--- config.mk ---
export PLATFORM = sky130hd
export DESIGN_NAME = icache_fill_ctrl_flat
export DESIGN_NICKNAME = d
export VERILOG_FILES = /design/src/hw/icache_pkg.sv /design/src/hw/array_if.sv /design/src/hw/icache_fill_ctrl.sv /design/src/flat_wrapper.sv
export SDC_FILE = /design/constraint.sdc
export NUM_CORES = 1
export LEC_CHECK = 0
export BUFFER_PORTS_ARGS = -buffer_cell sky130_fd_sc_hd__buf_2
export CAP_MARGIN = 20
export CORE_AREA = 2 2 449 451
export DETAILED_ROUTE_END_ITERATION = 12
export DIE_AREA = 0 0 451 453
export GPL_TIMING_DRIVEN = 0
export PLACE_DENSITY_LB_ADDON = 0.2
export SETUP_SLACK_MARGIN = 0.1
export SLEW_MARGIN = 20
export SYNTH_ARGS = -nofsm -noshare
export SYNTH_HDL_FRONTEND = slang
export SYNTH_SLANG_ARGS = --single-unit
--- constraint.sdc ---
create_clock -name clk_i -period 3.2 [get_ports clk_i]
set_clock_uncertainty 0.05 [all_clocks]
set_input_delay 0.32 -clock clk_i [delete_from_list [all_inputs] [get_ports clk_i]]
set_output_delay 0.32 -clock clk_i [all_outputs]
set_load 0.005 [all_outputs]
--- src/hw/icache_pkg.sv ---
// Instruction cache package: address, block and tag types, geometry defaults
`default_nettype none

package icache_pkg;

  // ==============================
  // Address and block geometry
  // ==============================

  // Byte address width
  localparam int ADDR_BITS = 32;

  // One cache block, 16 bytes
  localparam int BLK_BITS = 128;

  // Byte offset inside a block
  localparam int BOFF_BITS = $clog2(BLK_BITS / 8);

  // Default geometry, both powers of two, at least 2 ways
  localparam int DEF_NUM_WAY = 4;
  localparam int DEF_NUM_SET = 8;

  // Tag sized for the smallest set count (2 sets, 1 index bit)
  localparam int MIN_IDX_BITS = 1;
  localparam int TAG_BITS = ADDR_BITS - BOFF_BITS - MIN_IDX_BITS;

  // ==============================
  // Types
  // ==============================

  typedef logic [ADDR_BITS-1:0] addr_t;

  typedef logic [BLK_BITS-1:0] blk_t;

  // Tag RAM entry, upper tag bits stay zero for larger set counts
  typedef struct packed {
    logic                valid;
    logic [TAG_BITS-1:0] tag;
  } tag_entry_t;

endpackage

`default_nettype wire

--- src/hw/array_if.sv ---
// Way array interface and lookup to fill control pipeline interface
`timescale 1ns/10ps
`default_nettype none

// Array port bundle shared by the tag RAM, the data RAM and fill control
interface array_if #(
  parameter int NUM_WAY = icache_pkg::DEF_NUM_WAY,
  parameter int NUM_SET = icache_pkg::DEF_NUM_SET
);
  import icache_pkg::*;

  localparam int IDX_BITS = $clog2(NUM_SET);

  // Shared set index for both arrays
  logic [IDX_BITS-1:0]       idx;
  // Write enables, one bit per way
  logic [NUM_WAY-1:0]        tag_we;
  logic [NUM_WAY-1:0]        data_we;
  // Write payloads
  tag_entry_t                wtag;
  blk_t                      wblk;
  // Registered read payloads per way
  tag_entry_t [NUM_WAY-1:0]  rtag;
  blk_t [NUM_WAY-1:0]        rblk;

  modport ctrl (output idx, tag_we, data_we, wtag, wblk, input rtag, rblk);
  modport store (input idx, tag_we, data_we, wtag, wblk, output rtag, rblk);
endinterface

// Request register and sweep state passed from lookup to fill control
interface pipe_if #(
  parameter int NUM_SET = icache_pkg::DEF_NUM_SET
);
  import icache_pkg::*;

  localparam int IDX_BITS = $clog2(NUM_SET);

  logic                req_q_valid;
  addr_t               req_q_addr;
  // Array read index for the next cycle
  logic [IDX_BITS-1:0] rd_idx;
  logic                sweep_active;
  logic [IDX_BITS-1:0] sweep_idx;
  // High while a miss is outstanding
  logic                stall;

  modport lookup (output req_q_valid, req_q_addr, rd_idx, sweep_active, sweep_idx, input stall);
  modport ctrl (input req_q_valid, req_q_addr, rd_idx, sweep_active, sweep_idx, output stall);
endinterface

`default_nettype wire

--- src/hw/icache_fill_ctrl.sv ---
// Fill control: hit compare, miss and refill, array write steering, response
`timescale 1ns/10ps
`default_nettype none

module icache_fill_ctrl #(
  parameter int NUM_WAY = icache_pkg::DEF_NUM_WAY,
  parameter int NUM_SET = icache_pkg::DEF_NUM_SET
) (
  input  wire logic               clk_i,
  input  wire logic               rst_ni,
  pipe_if.ctrl                    pipe,
  array_if.ctrl                   arr,
  // PLRU
  input  wire logic [NUM_WAY-1:0] evict_way_i,
  output logic                    plru_access_o,
  output logic [NUM_WAY-1:0]      plru_way_o,
  output logic [NUM_WAY-1:0]      valid_vec_o,
  // Lower memory
  output logic                    mem_req_valid_o,
  output icache_pkg::addr_t       mem_req_addr_o,
  input  wire logic               mem_res_valid_i,
  input  wire icache_pkg::blk_t   mem_res_blk_i,
  // Response
  output logic                    res_valid_o,
  output logic                    res_miss_o,
  output icache_pkg::blk_t        res_blk_o
);
  import icache_pkg::*;

  localparam int IDX_BITS = $clog2(NUM_SET);
  localparam int TAG_W = ADDR_BITS - BOFF_BITS - IDX_BITS;

  logic [IDX_BITS-1:0] req_idx;
  logic [TAG_W-1:0]    req_tag;
  logic [NUM_WAY-1:0]  hit_vec;
  logic                hit_now;
  logic                miss_now;
  logic                miss_q;
  logic                outstanding;
  logic                refill;
  blk_t                hit_blk;

  assign req_idx = pipe.req_q_addr[BOFF_BITS +: IDX_BITS];
  assign req_tag = pipe.req_q_addr[ADDR_BITS-1 -: TAG_W];

  // ==============================
  // Hit compare
  // ==============================

  // Only the tag bits of this geometry take part
  always_comb begin
    for (int w = 0; w < NUM_WAY; w++) begin
      valid_vec_o[w] = arr.rtag[w].valid;
      hit_vec[w]     = arr.rtag[w].valid && (arr.rtag[w].tag[TAG_W-1:0] == req_tag);
    end
  end

  // One-hot hit, so an OR of masked blocks
  always_comb begin
    hit_blk = '0;
    for (int w = 0; w < NUM_WAY; w++) begin
      hit_blk = hit_blk | (arr.rblk[w] & {BLK_BITS{hit_vec[w]}});
    end
  end

  // Request register is valid for one cycle, so these are single pulses
  assign hit_now  = pipe.req_q_valid && (|hit_vec);
  assign miss_now = pipe.req_q_valid && !(|hit_vec);

  // ==============================
  // Miss and refill
  // ==============================

  // First miss cycle comes from the compare, later ones from the flag
  assign outstanding = miss_now || miss_q;
  assign refill      = outstanding && mem_res_valid_i;
  assign pipe.stall  = outstanding;

  always_ff @(posedge clk_i) begin
    if (!rst_ni) begin
      miss_q <= 1'b0;
    end else begin
      miss_q <= outstanding && !mem_res_valid_i;
    end
  end

  // Level request, block aligned
  assign mem_req_valid_o = outstanding;
  assign mem_req_addr_o  = {pipe.req_q_addr[ADDR_BITS-1:BOFF_BITS], {BOFF_BITS{1'b0}}};

  // Sweep first, then refill, else plain read
  always_comb begin
    arr.idx           = pipe.rd_idx;
    arr.tag_we        = '0;
    arr.data_we       = '0;
    arr.wblk          = mem_res_blk_i;
    arr.wtag          = '0;
    arr.wtag.valid    = 1'b1;
    arr.wtag.tag[TAG_W-1:0] = req_tag;
    if (pipe.sweep_active) begin
      // Invalidate every way of the swept set
      arr.idx    = pipe.sweep_idx;
      arr.tag_we = '1;
      arr.wtag   = '0;
    end else if (refill) begin
      arr.idx     = req_idx;
      arr.tag_we  = evict_way_i;
      arr.data_we = evict_way_i;
    end
  end

  // PLRU touch on hit or fill
  assign plru_access_o = hit_now || refill;
  assign plru_way_o    = hit_now ? hit_vec : evict_way_i;

  // ==============================
  // Response
  // ==============================

  assign res_valid_o = hit_now || refill;
  assign res_miss_o  = refill;
  // Refill data bypasses the arrays
  assign res_blk_o   = refill ? mem_res_blk_i : hit_blk;

endmodule

`default_nettype wire

--- src/flat_wrapper.sv ---
// flat-port wrapper written by rule: the top's interface ports become plain ports
module icache_fill_ctrl_flat import icache_pkg::*;
#(
  parameter int NUM_WAY = icache_pkg::DEF_NUM_WAY,
  parameter int NUM_SET = icache_pkg::DEF_NUM_SET
)
  (clk_i, rst_ni, evict_way_i, plru_access_o, plru_way_o, valid_vec_o, mem_req_valid_o, mem_req_addr_o, mem_res_valid_i, mem_res_blk_i, res_valid_o, res_miss_o, res_blk_o, pipe_req_q_valid, pipe_req_q_addr, pipe_rd_idx, pipe_sweep_active, pipe_sweep_idx, pipe_stall, arr_idx, arr_tag_we, arr_data_we, arr_wtag, arr_wblk, arr_rtag, arr_rblk);
  pipe_if #(.NUM_SET(NUM_SET)) pipe_i ();
  array_if #(.NUM_WAY(NUM_WAY), .NUM_SET(NUM_SET)) arr_i ();
  input  wire logic clk_i;
  input  wire logic rst_ni;
  input  wire logic [NUM_WAY-1:0] evict_way_i;
  output logic plru_access_o;
  output logic [NUM_WAY-1:0] plru_way_o;
  output logic [NUM_WAY-1:0] valid_vec_o;
  output logic mem_req_valid_o;
  output icache_pkg::addr_t mem_req_addr_o;
  input  wire logic mem_res_valid_i;
  input  wire icache_pkg::blk_t mem_res_blk_i;
  output logic res_valid_o;
  output logic res_miss_o;
  output icache_pkg::blk_t res_blk_o;
  input wire logic [$bits(pipe_i.req_q_valid)-1:0] pipe_req_q_valid;
  input wire logic [$bits(pipe_i.req_q_addr)-1:0] pipe_req_q_addr;
  input wire logic [$bits(pipe_i.rd_idx)-1:0] pipe_rd_idx;
  input wire logic [$bits(pipe_i.sweep_active)-1:0] pipe_sweep_active;
  input wire logic [$bits(pipe_i.sweep_idx)-1:0] pipe_sweep_idx;
  output wire logic [$bits(pipe_i.stall)-1:0] pipe_stall;
  output wire logic [$bits(arr_i.idx)-1:0] arr_idx;
  output wire logic [$bits(arr_i.tag_we)-1:0] arr_tag_we;
  output wire logic [$bits(arr_i.data_we)-1:0] arr_data_we;
  output wire logic [$bits(arr_i.wtag)-1:0] arr_wtag;
  output wire logic [$bits(arr_i.wblk)-1:0] arr_wblk;
  input wire logic [$bits(arr_i.rtag)-1:0] arr_rtag;
  input wire logic [$bits(arr_i.rblk)-1:0] arr_rblk;
  assign pipe_i.req_q_valid = pipe_req_q_valid;
  assign pipe_i.req_q_addr = pipe_req_q_addr;
  assign pipe_i.rd_idx = pipe_rd_idx;
  assign pipe_i.sweep_active = pipe_sweep_active;
  assign pipe_i.sweep_idx = pipe_sweep_idx;
  assign pipe_stall = pipe_i.stall;
  assign arr_idx = arr_i.idx;
  assign arr_tag_we = arr_i.tag_we;
  assign arr_data_we = arr_i.data_we;
  assign arr_wtag = arr_i.wtag;
  assign arr_wblk = arr_i.wblk;
  assign arr_i.rtag = arr_rtag;
  assign arr_i.rblk = arr_rblk;
  icache_fill_ctrl #(.NUM_WAY(NUM_WAY), .NUM_SET(NUM_SET)) u_core (.clk_i(clk_i), .rst_ni(rst_ni), .pipe(pipe_i), .arr(arr_i), .evict_way_i(evict_way_i), .plru_access_o(plru_access_o), .plru_way_o(plru_way_o), .valid_vec_o(valid_vec_o), .mem_req_valid_o(mem_req_valid_o), .mem_req_addr_o(mem_req_addr_o), .mem_res_valid_i(mem_res_valid_i), .mem_res_blk_i(mem_res_blk_i), .res_valid_o(res_valid_o), .res_miss_o(res_miss_o), .res_blk_o(res_blk_o));
endmodule
After elaboration in Yosys (flattened, before gate mapping) --
Index checks and enable logic that the tools add are counted. W data, S select, Z words.
Storage, ports and cells: register bits after elaboration 1, bits of input ports 799, logic and storage cells 33
Cells by class: eq/ne operators 4, mux-type cells 8, bitwise logic cells 7, reduce and logical (&&, ||, !) cells 13
Operator list (number):
- $and A128 B128 Y128 | 4
- $or A128 B128 Y128 | 3
- $mux W128 | 1
- $eq A25 B25 Y1 | 4
- $mux W28 | 1
- $mux W4 | 4
- $logic_and A1 B1 Y1 | 8
- $mux W3 | 2
- $reduce_or A4 Y1 | 1
- $logic_not A1 Y1 | 2
- $logic_or A1 B1 Y1 | 2

Logic depth before layout (Yosys ltp) --
Gate-level depths: netlist of the first run.
word-level depth 9, mapped depth 13, gate-level depth less buffers 8

Least setup slack after synthesis of the first run --
OpenSTA, ideal clock, no wires.
path type in2out, from in pipe_req_q_addr[15], to out res_blk_o[100], arrival 2504 ps, required time 2830 ps, path slack 326 ps, cell stages on the path 12, buffers on the path 5, cells stage by stage buf_2 > xor2_1 > nor4_1 > nand3_1 > nor4_2 > or4_1 > buf_2 > o21a_1 > buf_2 > buf_6 > buf_6 > mux2_1
Between the ends: longest elaborated chain between the ends 8, elaborated cells between the ends (all ways) 21
Ends and longest elaborated chain:
- start: declaration | line flat_wrapper.sv:24 | input wire logic [$bits(pipe_i.req_q_addr)-1:0] pipe_req_q_addr;
- $eq A25 B25 Y1 | line icache_fill_ctrl.sv:54 | hit_vec[w] = arr.rtag[w].valid && (arr.rtag[w].tag[TAG_W-1:0] == req_tag);
- $logic_and A1 B1 Y1 | line icache_fill_ctrl.sv:54
- $reduce_or A4 Y1 | line icache_fill_ctrl.sv:68 | assign miss_now = pipe.req_q_valid && !(|hit_vec);
- $logic_not A1 Y1 | line icache_fill_ctrl.sv:68
- $logic_and A1 B1 Y1 | line icache_fill_ctrl.sv:68
- $logic_or A1 B1 Y1 | line icache_fill_ctrl.sv:75 | assign outstanding = miss_now || miss_q;
- $logic_and A1 B1 Y1 | line icache_fill_ctrl.sv:76 | assign refill = outstanding && mem_res_valid_i;
- $mux W128 (*) | line icache_fill_ctrl.sv:123 | assign res_blk_o = refill ? mem_res_blk_i : hit_blk;
- end: declaration | line flat_wrapper.sv:22 | output icache_pkg::blk_t res_blk_o;
Mark *: on every way between the ends. The rest lies on a longest branch, timed or not.

Worst setup path after layout of the first run --
from in pipe_req_q_addr[19], to out arr_idx[2]
Between the ends: longest elaborated chain between the ends 9, elaborated cells between the ends (all ways) 15
Ends and longest elaborated chain:
- $eq A25 B25 Y1 | line icache_fill_ctrl.sv:54
- $logic_and A1 B1 Y1 | line icache_fill_ctrl.sv:54
- $reduce_or A4 Y1 (*) | line icache_fill_ctrl.sv:68
- $logic_not A1 Y1 (*) | line icache_fill_ctrl.sv:68
- $logic_and A1 B1 Y1 (*) | line icache_fill_ctrl.sv:68
- $logic_or A1 B1 Y1 (*) | line icache_fill_ctrl.sv:75
- $logic_and A1 B1 Y1 (*) | line icache_fill_ctrl.sv:76
- $mux W3 (*) | line icache_fill_ctrl.sv:105 | end else if (refill) begin
- $mux W3 (*) | line icache_fill_ctrl.sv:100 | if (pipe.sweep_active) begin
- end: declaration | line flat_wrapper.sv:29 | output wire logic [$bits(arr_i.idx)-1:0] arr_idx;
Marks and branches as above.

==> results of run 1 <==
## cell usage in the layout (no fill, tap or decap), drive strengths merged, types with 4 or more instances in the layout
master / netlist / layout
a22o: 4 / 4
a21o: 4 / 4
mux2: 128 / 128
xor2: 64 / 64
nand3: 8 / 8
clkbuf: 52 / 46
nor2b: 25 / 25
diode: 0 / 28
and3: 4 / 4
nand2: 138 / 138
nor4: 20 / 20
xnor2: 36 / 36
inv: 3 / 4
conb: 1 / 6
buf: 217 / 1371
nand4: 8 / 8
a22oi: 256 / 256
## worst paths after layout
path | cells past startpoint | from | slack, ns | endpoint
worst max-delay path | 13 | pipe_req_q_addr[19] | -0.25 | arr_idx[2]
worst min register to register | 2 | u_core.miss_q$_SDFF_PN0_ | 0.61 | u_core.miss_q$_SDFF_PN0_
worst min-delay path | 2 | rst_ni | 0.51 | u_core.miss_q$_SDFF_PN0_
worst max register to register | 2 | u_core.miss_q$_SDFF_PN0_ | 2.37 | u_core.miss_q$_SDFF_PN0_
## power breakdown
group / switching (mW) / internal, mW
logic: 0.888 / 1.12
registers: 0.000279 / 0.0133
clock network: 0 / 0.00000104
total: 0.889 / 1.13
## cells in the mapped netlist (all sizes together), types with 4 or more instances
cell type / instances / area (um2)
a21o: 4 / 30.0
xor2: 64 / 561
nand4: 8 / 50.1
buf: 217 / 1550
a22o: 4 / 35.0
nor2b: 25 / 156
mux2: 128 / 1440
clkbuf: 52 / 195
nand2: 138 / 518
xnor2: 36 / 315
and3: 4 / 25.0
nand3: 8 / 40.0
a22oi: 256 / 1920
nor4: 20 / 150
## logic make-up (layout without fill, tap and decap cells)
kind of cell,Yosys count,after routing,synth area share
other,1,34,0.000528
XOR/XNOR,100,100,0.123
flip-flops,1,1,0.00282
AO/OA/AOI/OAI,272,272,0.289
buffers and inverters,272,1421,0.247
multiplexers,128,128,0.203
AND/OR/NAND/NOR,205,205,0.135
## through the flow
| stage | area [um2] | std cells |
|---|---|---|
| floorplan | 7120 | 984 |
| global placement | 15900 | 4735 |
| detailed placement | 16000 | 4740 |
| CTS | 18000 | 4764 |
| global route | 19300 | 4811 |
| finish | 19300 | 4817 |
## final cells by class
| class | instances | area [um2] |
|---|---|---|
| Fill cell | 23500 | 180000 |
| Timing Repair Buffer | 1150 | 7140 |
| Multi-Input combinational cell | 711 | 6350 |
| Tap cell | 2656 | 3320 |
| Buffer | 267 | 2380 |
| Antenna cell | 28 | 70.1 |
| Sequential cell | 1 | 20.0 |
| Inverter | 3 | 16.3 |
| Timing Repair inverter | 1 | 6.26 |
## what timing repair did
action,in CTS,in global routing
pin swaps,30,30
gates cloned,5,8
setup buffers,23,17
resized for setup,434,239
hold buffers,0,0
endpoints found under the setup margin,149,144
## layer usage
layer | wire (um) | vias to the layer above | track usage
met3 | 7090 | 92 | 0.0147
met4 | 3060 | 8 | 0.0203
met2 | 61300 | 708 | 0.193
met5 | 50 | - | 0
met1 | 50100 | 6326 | 0.138
li1 | - | 5744 | -
==> impl_metrics.py, run 1 <==
metrics = {
    "setup_path": {
        "critPathMaxStageDelay_ns": 0.61,
        "crit_chain": "buf_6 > xor2_1 > nor4_4 > nand3_2 > nor4_4 > or4_4 > o21a_4 > buf_12 > buf_12 > buf_16 > buf_12 > o211ai_1 > buf_4",
        "critPathLaunchType": "input port",
        "cp-end-kind": "output port",
        "crit_top_cell": "buf_12",
        "worstSetupPathType": "input port to output port",
        "critPathTopFamily": "buffers and inverters",
        "worstPathMaxFanout": 7,
        "critical_path_arrival_ns": 3.08,
        "slowest_stage": "or4_4",
        "cp.required_ns": 2.83,
        "crit_buf_inv": 6,
    },
    "detailed_routing": {
        "routedWlPerCell_um": 25.2,
        "drtAntennaViolNets": 0,
        "dr.pass1.iters": 5,
        "wirelength_um": 122000,
        "drc": 0,
        "detailedRoute.firstIterationViolations": 906,
        "dr_total_vias": 12900,
        "vias_per_cell": 2.67,
    },
    "place": {
        "dp_hpwl_um": 108000,
        "gp_congestion": 0.890,
        "post-place-ws_ns": -2.17,
        "port-buffer-count": 1095,
    },
    "pwr": {
        "power_density_nw_per_um2": 105,
        "totalPowerFinal_mw": 2.02,
        "vdd_drop_max_mv": 0.0650,
        "p_leak_nw": 9.38,
    },
    "yosys": {
        "ys_seq_area_frac": 0.00282,
        "synth_seq_cells": 1,
        "postSynthAreaPerCell_um2": 7.25,
        "synthArstFlopShare": 0,
        "synth_top_flop_cell": "dfxtp_1",
        "synth_warnings": 0,
        "synth_cell_types": 28,
        "synth_edf_count": 0,
        "synth_area_um2": 7100,
        "netlist_instances": 979,
    },
    "sta": {
        "final.setup.tns_ns": -19.55,
        "grt_setup_unrepaired": "yes",
        "hold_viol": 0,
        "hold_slack_ns": 0.510,
        "fin_crit_sh": 1.08,
        "relSlewSlack": 0.489,
        "setup_ws_ns": -0.249,
        "slew_violations": 0,
        "period_needed_ns": 3.45,
        "worst_pin_slew_ns": 0.766,
        "setup_viol": 139,
        "fmax_mhz": 290,
    },
    "global_routing": {
        "antenna_found_initial": 47,
        "grt_use_total": 0.108,
        "grt_pass1_vias": 12400,
        "grt_pass1_wl_um": 142000,
        "grt.overflow.total": 0,
        "grt_max_degree": 11,
    },
    "clock_tree": {
        "clk_latency_ns": 0,
        "cts.clk_slew.worst_paths_ns": 0,
    },
    "run_status": {
        "status": "finished with violations",
        "violations": "negative setup slack",
    },
    "cells_and_area": {
        "largest_register": "u_core.miss_q",
        "nNetsFinal": 2934,
        "largest_register_ffs": 1,
        "utilization": 0.0969,
        "syn_to_final_growth_pct": 172,
        "drive_above_1_share": 0.767,
        "reg_top3": "u_core.miss_q (1)",
    },
    "floorplan": {
        "dieArea_um2": 204000,
        "ios": 1139,
        "die_h_um": 453,
        "initial_core_util": 0.0356,
        "die_w_um": 451,
        "rows": 164,
        "core_region_area_um2": 199000,
    },
    "run": {
        "max_cap_violations": 0,
    },
    "worst_hold_path": {
        "hold_class": "input port to flop",
    },
}
Power figures use the tool's default switching activity.
==> inputs of run 2 (changes only) <==
--- a/config.mk
+++ b/config.mk
@@ -7,9 +7,9 @@
 export LEC_CHECK = 0
 export BUFFER_PORTS_ARGS = -buffer_cell sky130_fd_sc_hd__buf_2
 export CAP_MARGIN = 20
-export CORE_AREA = 2 2 449 451
+export CORE_AREA = 2 2 447 449
 export DETAILED_ROUTE_END_ITERATION = 12
-export DIE_AREA = 0 0 451 453
+export DIE_AREA = 0 0 449 451
 export GPL_TIMING_DRIVEN = 0
 export PLACE_DENSITY_LB_ADDON = 0.2
 export SETUP_SLACK_MARGIN = 0.1
==> constraint.sdc (replaced) <==
create_clock -name clk_i -period 2.9 [get_ports clk_i]
set_clock_uncertainty 0.05 [all_clocks]
set_input_delay 0.29 -clock clk_i [delete_from_list [all_inputs] [get_ports clk_i]]
set_output_delay 0.29 -clock clk_i [all_outputs]
set_load 0.005 [all_outputs]
==> run 2 against run 1 <==
The run still ends with negative setup slack left; critical path depth is 1 higher; combinational power rose by 15%; via count shrank 1.2%; hold slack lost 0.027 ns; register-to-register slack got worse by 0.28 ns; first-iteration DRC count is 2.6% higher; critical endpoint is now res_blk_o[70].
==> impl_metrics.py, run 2 (same netlist as run 1, synthesis figures left out) <==
metrics = {
    "worst_hold_path": {
        "hold_class": "input port to flop",
        "hold_start": "rst_ni",
    },
    "detailed_routing": {
        "wirelength_um": 123000,
        "dr.pass1.iters": 6,
        "dr_total_vias": 12700,
        "vias_per_cell": 2.65,
        "drtAntennaViolNets": 0,
        "detailedRoute.firstIterationViolations": 930,
        "drc": 0,
        "routedWlPerCell_um": 25.6,
    },
    "cells_and_area": {
        "syn_to_final_growth_pct": 178,
        "fillerInstances": 23400,
        "largest_register": "u_core.miss_q",
        "largest_register_ffs": 1,
        "drive_above_1_share": 0.781,
        "utilization": 0.0996,
        "reg_top3": "u_core.miss_q (1)",
        "final_common_cell": "buf_2",
        "nNetsFinal": 2932,
        "final_cell_mix": "961 x buf_2, 254 x a22oi_1, 195 x buf_4",
    },
    "sta": {
        "slew_violations": 0,
        "setup_viol": 146,
        "relSlewSlack": 0.452,
        "grt_setup_unrepaired": "yes",
        "period_needed_ns": 3.50,
        "setup_ws_ns": -0.600,
        "fin_crit_sh": 1.21,
        "hold_viol": 0,
        "worst_pin_slew_ns": 0.822,
        "fmax_mhz": 286,
    },
    "setup_path": {
        "critPathLaunchType": "input port",
        "crit_start": "pipe_req_q_addr[27]",
        "cp-end-kind": "output port",
        "reg2reg_from": "u_core.miss_q$_SDFF_PN0_",
        "critical_path_arrival_ns": 3.16,
        "worstSetupPathType": "input port to output port",
        "crit_chain": "clkbuf_4 > xor2_4 > nor4_4 > nand3_2 > nor4_4 > or4_4 > o21a_1 > buf_12 > buf_6 > buf_16 > buf_16 > buf_6 > mux2_4 > buf_6",
        "slowest_stage": "nor4_4",
        "cp.required_ns": 2.56,
        "critPathMaxStageDelay_ns": 0.40,
        "crit_top_cell": "buf_6",
        "worstPathMaxFanout": 7,
    },
    "place": {
        "port-buffer-count": 1095,
        "dp_hpwl_um": 111000,
        "gp_congestion": 0.927,
    },
    "clock_tree": {
        "hold_buffers": 0,
        "cts.clk_slew.worst_paths_ns": 0,
        "clk_latency_ns": 0,
    },
    "global_routing": {
        "grt_pass1_wl_um": 149000,
        "grt_use_total": 0.114,
        "antenna_found_initial": 33,
        "grt_pass1_vias": 12700,
        "grt.overflow.total": 0,
        "grt_max_degree": 11,
    },
    "floorplan": {
        "core_region_area_um2": 198000,
        "die_w_um": 449,
        "initial_core_util": 0.0358,
        "rows": 164,
        "ios": 1139,
        "dieArea_um2": 202000,
        "die_h_um": 451,
    },
    "run": {
        "max_cap_violations": 0,
    },
    "pwr": {
        "power_density_nw_per_um2": 118,
        "p_leak_nw": 9.47,
        "vdd_drop_max_mv": 0.0692,
        "totalPowerFinal_mw": 2.33,
    },
    "run_status": {
        "status": "finished with violations",
        "violations": "negative setup slack",
    },
}
==> run 2: cell count changes in the layout (fill, tap and decap cells not counted), sizes merged <==
cell and delta:
inv -1, diode -19, clkbuf +5, buf -6
==> run 2: path summary, 6_finish.rpt <==
path,slack [ns],end,cells past startpoint
min reg2reg,0.58,u_core.miss_q$_SDFF_PN0_,2
min,0.48,u_core.miss_q$_SDFF_PN0_,2
max reg2reg,2.09,u_core.miss_q$_SDFF_PN0_,2
max,-0.60,res_blk_o[70],14
==> run 2: cell type report <==
type,count,area (um2),share of cell area
repair buffers,1149,7230,0.366
multi-input cells,711,6680,0.338
well taps,2656,3320,0.168
plain buffers,267,2450,0.124
diodes,9,22.5,0.00114
flip-flops and latches,1,20.0,0.00101
inverters,3,18.8,0.000951
==> run 2: power by group <==
| part | total, mW | switching, mW | leakage [nW] | internal [mW] |
|---|---|---|---|---|
| clock | 0.000000280 | 0 | 0.0000521 | 0.000000280 |
| sequential | 0.0151 | 0.000339 | 0.00823 | 0.0147 |
| combinational | 2.32 | 1.04 | 9.46 | 1.28 |
| total | 2.33 | 1.04 | 9.47 | 1.30 |
==> run 2: worst max-delay path, delay by kind of cell <==
family                 cells  cell delay, ns
AND/OR/NAND/NOR            4            1.12
buffers and inverters      7            0.97
multiplexers               1            0.29
XOR/XNOR                   1            0.22
AO/OA/AOI/OAI              1            0.19
==> run 2: per-stage QoR <==
stage               std cells  area [um2]  worst slack [ns]  hold WS (ns)  setup TNS, ns
global placement         4735       15900             -3.47         0.481        -381.88
floorplan                 984        7120            0.0948         0.396              0
finish                   4796       19700            -0.600         0.483         -70.64
CTS                      4777       18900            -0.682         0.484         -81.39
detailed placement       4738       16000             -2.73         0.484        -340.74
global route             4792       19700            -0.674         0.513         -80.34
==> run 2: metal layers <==
metal  vias to the layer above  GRT usage  part of all wire
li1                       5718          -                 -
met1                      6272      0.144              0.42
met2                       665      0.207              0.51
met3                        67     0.0124             0.049
met4                         2     0.0191             0.022
met5                         -          0           0.00011
==> run 2: timing repair <==
item | CTS | global route
gates resized for setup | 590 | 157
gates cloned | 9 | 3
setup buffers | 32 | 8
setup endpoints to repair | 149 | 148
pin swaps | 26 | 33
hold endpoints to repair | 0 | 0
==> inputs of run 3 (changes only) <==
--- a/config.mk
+++ b/config.mk
@@ -6,8 +6,9 @@
 export NUM_CORES = 1
 export LEC_CHECK = 0
 export BUFFER_PORTS_ARGS = -buffer_cell sky130_fd_sc_hd__buf_2
-export CAP_MARGIN = 20
+export CAP_MARGIN = 30
 export CORE_AREA = 2 2 447 449
+export CTS_BUF_LIST = sky130_fd_sc_hd__clkbuf_16
 export DETAILED_ROUTE_END_ITERATION = 12
 export DIE_AREA = 0 0 449 451
 export GPL_TIMING_DRIVEN = 0
==> run 3 against run 2 <==
The flow still finishes with violations (negative setup slack); first-iteration DRC count rose by 5.3%; flip-flop and latch count did not move; critical path type unchanged; via count rose by 0.27%; largest power group unchanged; utilization fell by 0.36 points; critical path depth did not move; sequential share of layout area barely moved; die area did not move; largest cell class unchanged; register-to-register slack barely moved; final area fell by 3.6%.
==> impl_metrics.py, run 3 (same netlist as run 1, synthesis figures left out) <==
metrics = {
    "setup_path": {
        "critPathLaunchType": "input port",
        "worstSetupPathType": "input port to output port",
        "crit_buf_inv": 7,
        "cp-end-kind": "output port",
        "worstPathMaxFanout": 9,
        "reg2reg_to": "u_core.miss_q$_SDFF_PN0_",
        "critical_path_arrival_ns": 3.17,
        "crit_chain": "clkbuf_4 > xor2_4 > nor4_4 > nand3_2 > nor4_4 > or4_4 > o21a_1 > buf_12 > buf_12 > buf_16 > buf_16 > buf_6 > mux2_4 > buf_6",
        "crit_start": "pipe_req_q_addr[27]",
        "critPathTopFamily": "simple AND/OR/NAND/NOR gates",
        "reg2reg_from": "u_core.miss_q$_SDFF_PN0_",
        "ff2ff_path_depth": 2,
        "critPathMaxStageDelay_ns": 0.44,
        "slowest_stage": "nor4_4",
        "r2r_slack_ns": 2.10,
        "cp.required_ns": 2.56,
    },
    "cells_and_area": {
        "nNetsFinal": 2933,
        "fillerInstances": 23400,
        "reg_top3": "u_core.miss_q (1)",
        "largest_register_ffs": 1,
        "final_cell_mix": "1009 x buf_2, 254 x a22oi_1, 194 x buf_4",
        "largest_register": "u_core.miss_q",
        "drive_above_1_share": 0.756,
        "stdcell_count": 4803,
        "syn_to_final_growth_pct": 168,
        "final_common_cell": "buf_2",
    },
    "worst_hold_path": {
        "min_to": "u_core.miss_q$_SDFF_PN0_",
        "hold_path_depth": 2,
        "hold_start": "rst_ni",
        "hold_class": "input port to flop",
    },
    "sta": {
        "fmax_mhz": 285,
        "fin_crit_sh": 1.21,
        "relSlewSlack": 0.410,
        "setup_viol": 146,
        "setup_ws_ns": -0.613,
        "period_needed_ns": 3.51,
        "grt_setup_unrepaired": "yes",
        "worst_pin_slew_ns": 0.885,
        "slew_violations": 0,
        "final.setup.tns_ns": -74.31,
        "hold_viol": 0,
    },
    "global_routing": {
        "grt_max_degree": 11,
        "grt_use_total": 0.112,
        "grt_pass1_wl_um": 146000,
        "grt_pass1_vias": 12600,
        "antenna_found_initial": 41,
        "grt.overflow.total": 0,
    },
    "detailed_routing": {
        "drc": 0,
        "dr_total_vias": 12800,
        "wirelength_um": 123000,
        "dr.pass1.iters": 6,
        "vias_per_cell": 2.66,
        "drtAntennaViolNets": 0,
        "detailedRoute.firstIterationViolations": 979,
        "routedWlPerCell_um": 25.5,
    },
    "pwr": {
        "vdd_drop_max_mv": 0.0752,
        "clkPwrFrac": 0,
        "power_density_nw_per_um2": 116,
        "switching_power_mw": 1.00,
        "swShare": 0.454,
        "p_leak_nw": 9.26,
        "seqPwrFrac": 0.007,
        "power_frac_comb": 0.993,
        "intPower_mw": 1.20,
    },
    "clock_tree": {
        "cts.clk_slew.worst_paths_ns": 0,
        "hold_buffers": 0,
        "clk_latency_ns": 0,
    },
    "place": {
        "dp_hpwl_um": 111000,
        "port-buffer-count": 1095,
        "placedCellCount": 4741,
        "gp_congestion": 0.927,
    },
    "run_status": {
        "status": "finished with violations",
        "violations": "negative setup slack",
    },
    "floorplan": {
        "initial_core_util": 0.0358,
        "die_h_um": 451,
        "rows": 164,
        "dieArea_um2": 202000,
        "core_region_area_um2": 198000,
        "die_w_um": 449,
        "ios": 1139,
    },
    "run": {
        "max_cap_violations": 0,
    },
}
run 3: cell types whose count changed in the layout (fill, tap and decap cells not counted), sizes merged:
cell	before	now
buf	1365	1364
diode	9	15
clkbuf	51	53
run 3: how the worst max path moves through the flow:
stage | slack (ns) | cells after the start | end
after floorplan | 0.09 | 12 | res_blk_o[100]
after global placement | -3.47 | 11 | res_blk_o[69]
after detailed placement | -2.68 | 12 | res_blk_o[9]
after CTS | -0.74 | 14 | res_blk_o[62]
after global routing | -0.74 | 14 | res_blk_o[70]
final | -0.61 | 14 | res_blk_o[62]
run 3: stage by stage:
stage | util | hold slack [ns] | cell area (um2) | power (mW) | setup slack [ns]
floorplan | - | 0.396 | 7120 | 0.569 | 0.0948
global placement | 0.0803 | 0.481 | 15900 | 1.78 | -3.47
detailed placement | 0.0809 | 0.481 | 16000 | 1.77 | -2.68
CTS | 0.0909 | 0.481 | 18000 | 2.07 | -0.740
global route | 0.0959 | 0.516 | 19000 | 2.34 | -0.741
finish | 0.0960 | 0.479 | 19000 | 2.20 | -0.613
run 3: final cells by class:
class	instances	area [um2]	area share
well taps	2656	3320	0.175
repair buffers	1149	6910	0.363
diodes	15	37.5	0.00197
plain buffers	268	2380	0.125
flip-flops and latches	1	20.0	0.00105
inverters	3	18.8	0.000986
multi-input cells	711	6340	0.333
run 3: layer usage:
metal	track usage	vias up	routed length (um)	share of wire
li1	-	5738	-	-
met1	0.141	6228	50800	0.41
met2	0.207	732	63100	0.51
met3	0.0121	58	6440	0.053
met4	0.0146	2	2180	0.018
met5	0	-	13	0.00011
run 3: power groups by stage:
| stage | clock (mW) | combinational (mW) | sequential (mW) |
|---|---|---|---|
| after global routing | 0.000000185 | 2.32 | 0.0152 |
| after floorplan | 0 | 0.554 | 0.0149 |
| after detailed placement | 0 | 1.75 | 0.0150 |
| after CTS | 0 | 2.06 | 0.0150 |
| final | 0.000000348 | 2.19 | 0.0150 |
| after global placement | 0 | 1.76 | 0.0150 |
run 3: what timing repair did:
action | in CTS | in global routing
buffers inserted | 25 | 13
cloned | 4 | 6
gates resized for setup | 433 | 175
endpoints found under the setup margin | 149 | 148
pin swaps | 26 | 23
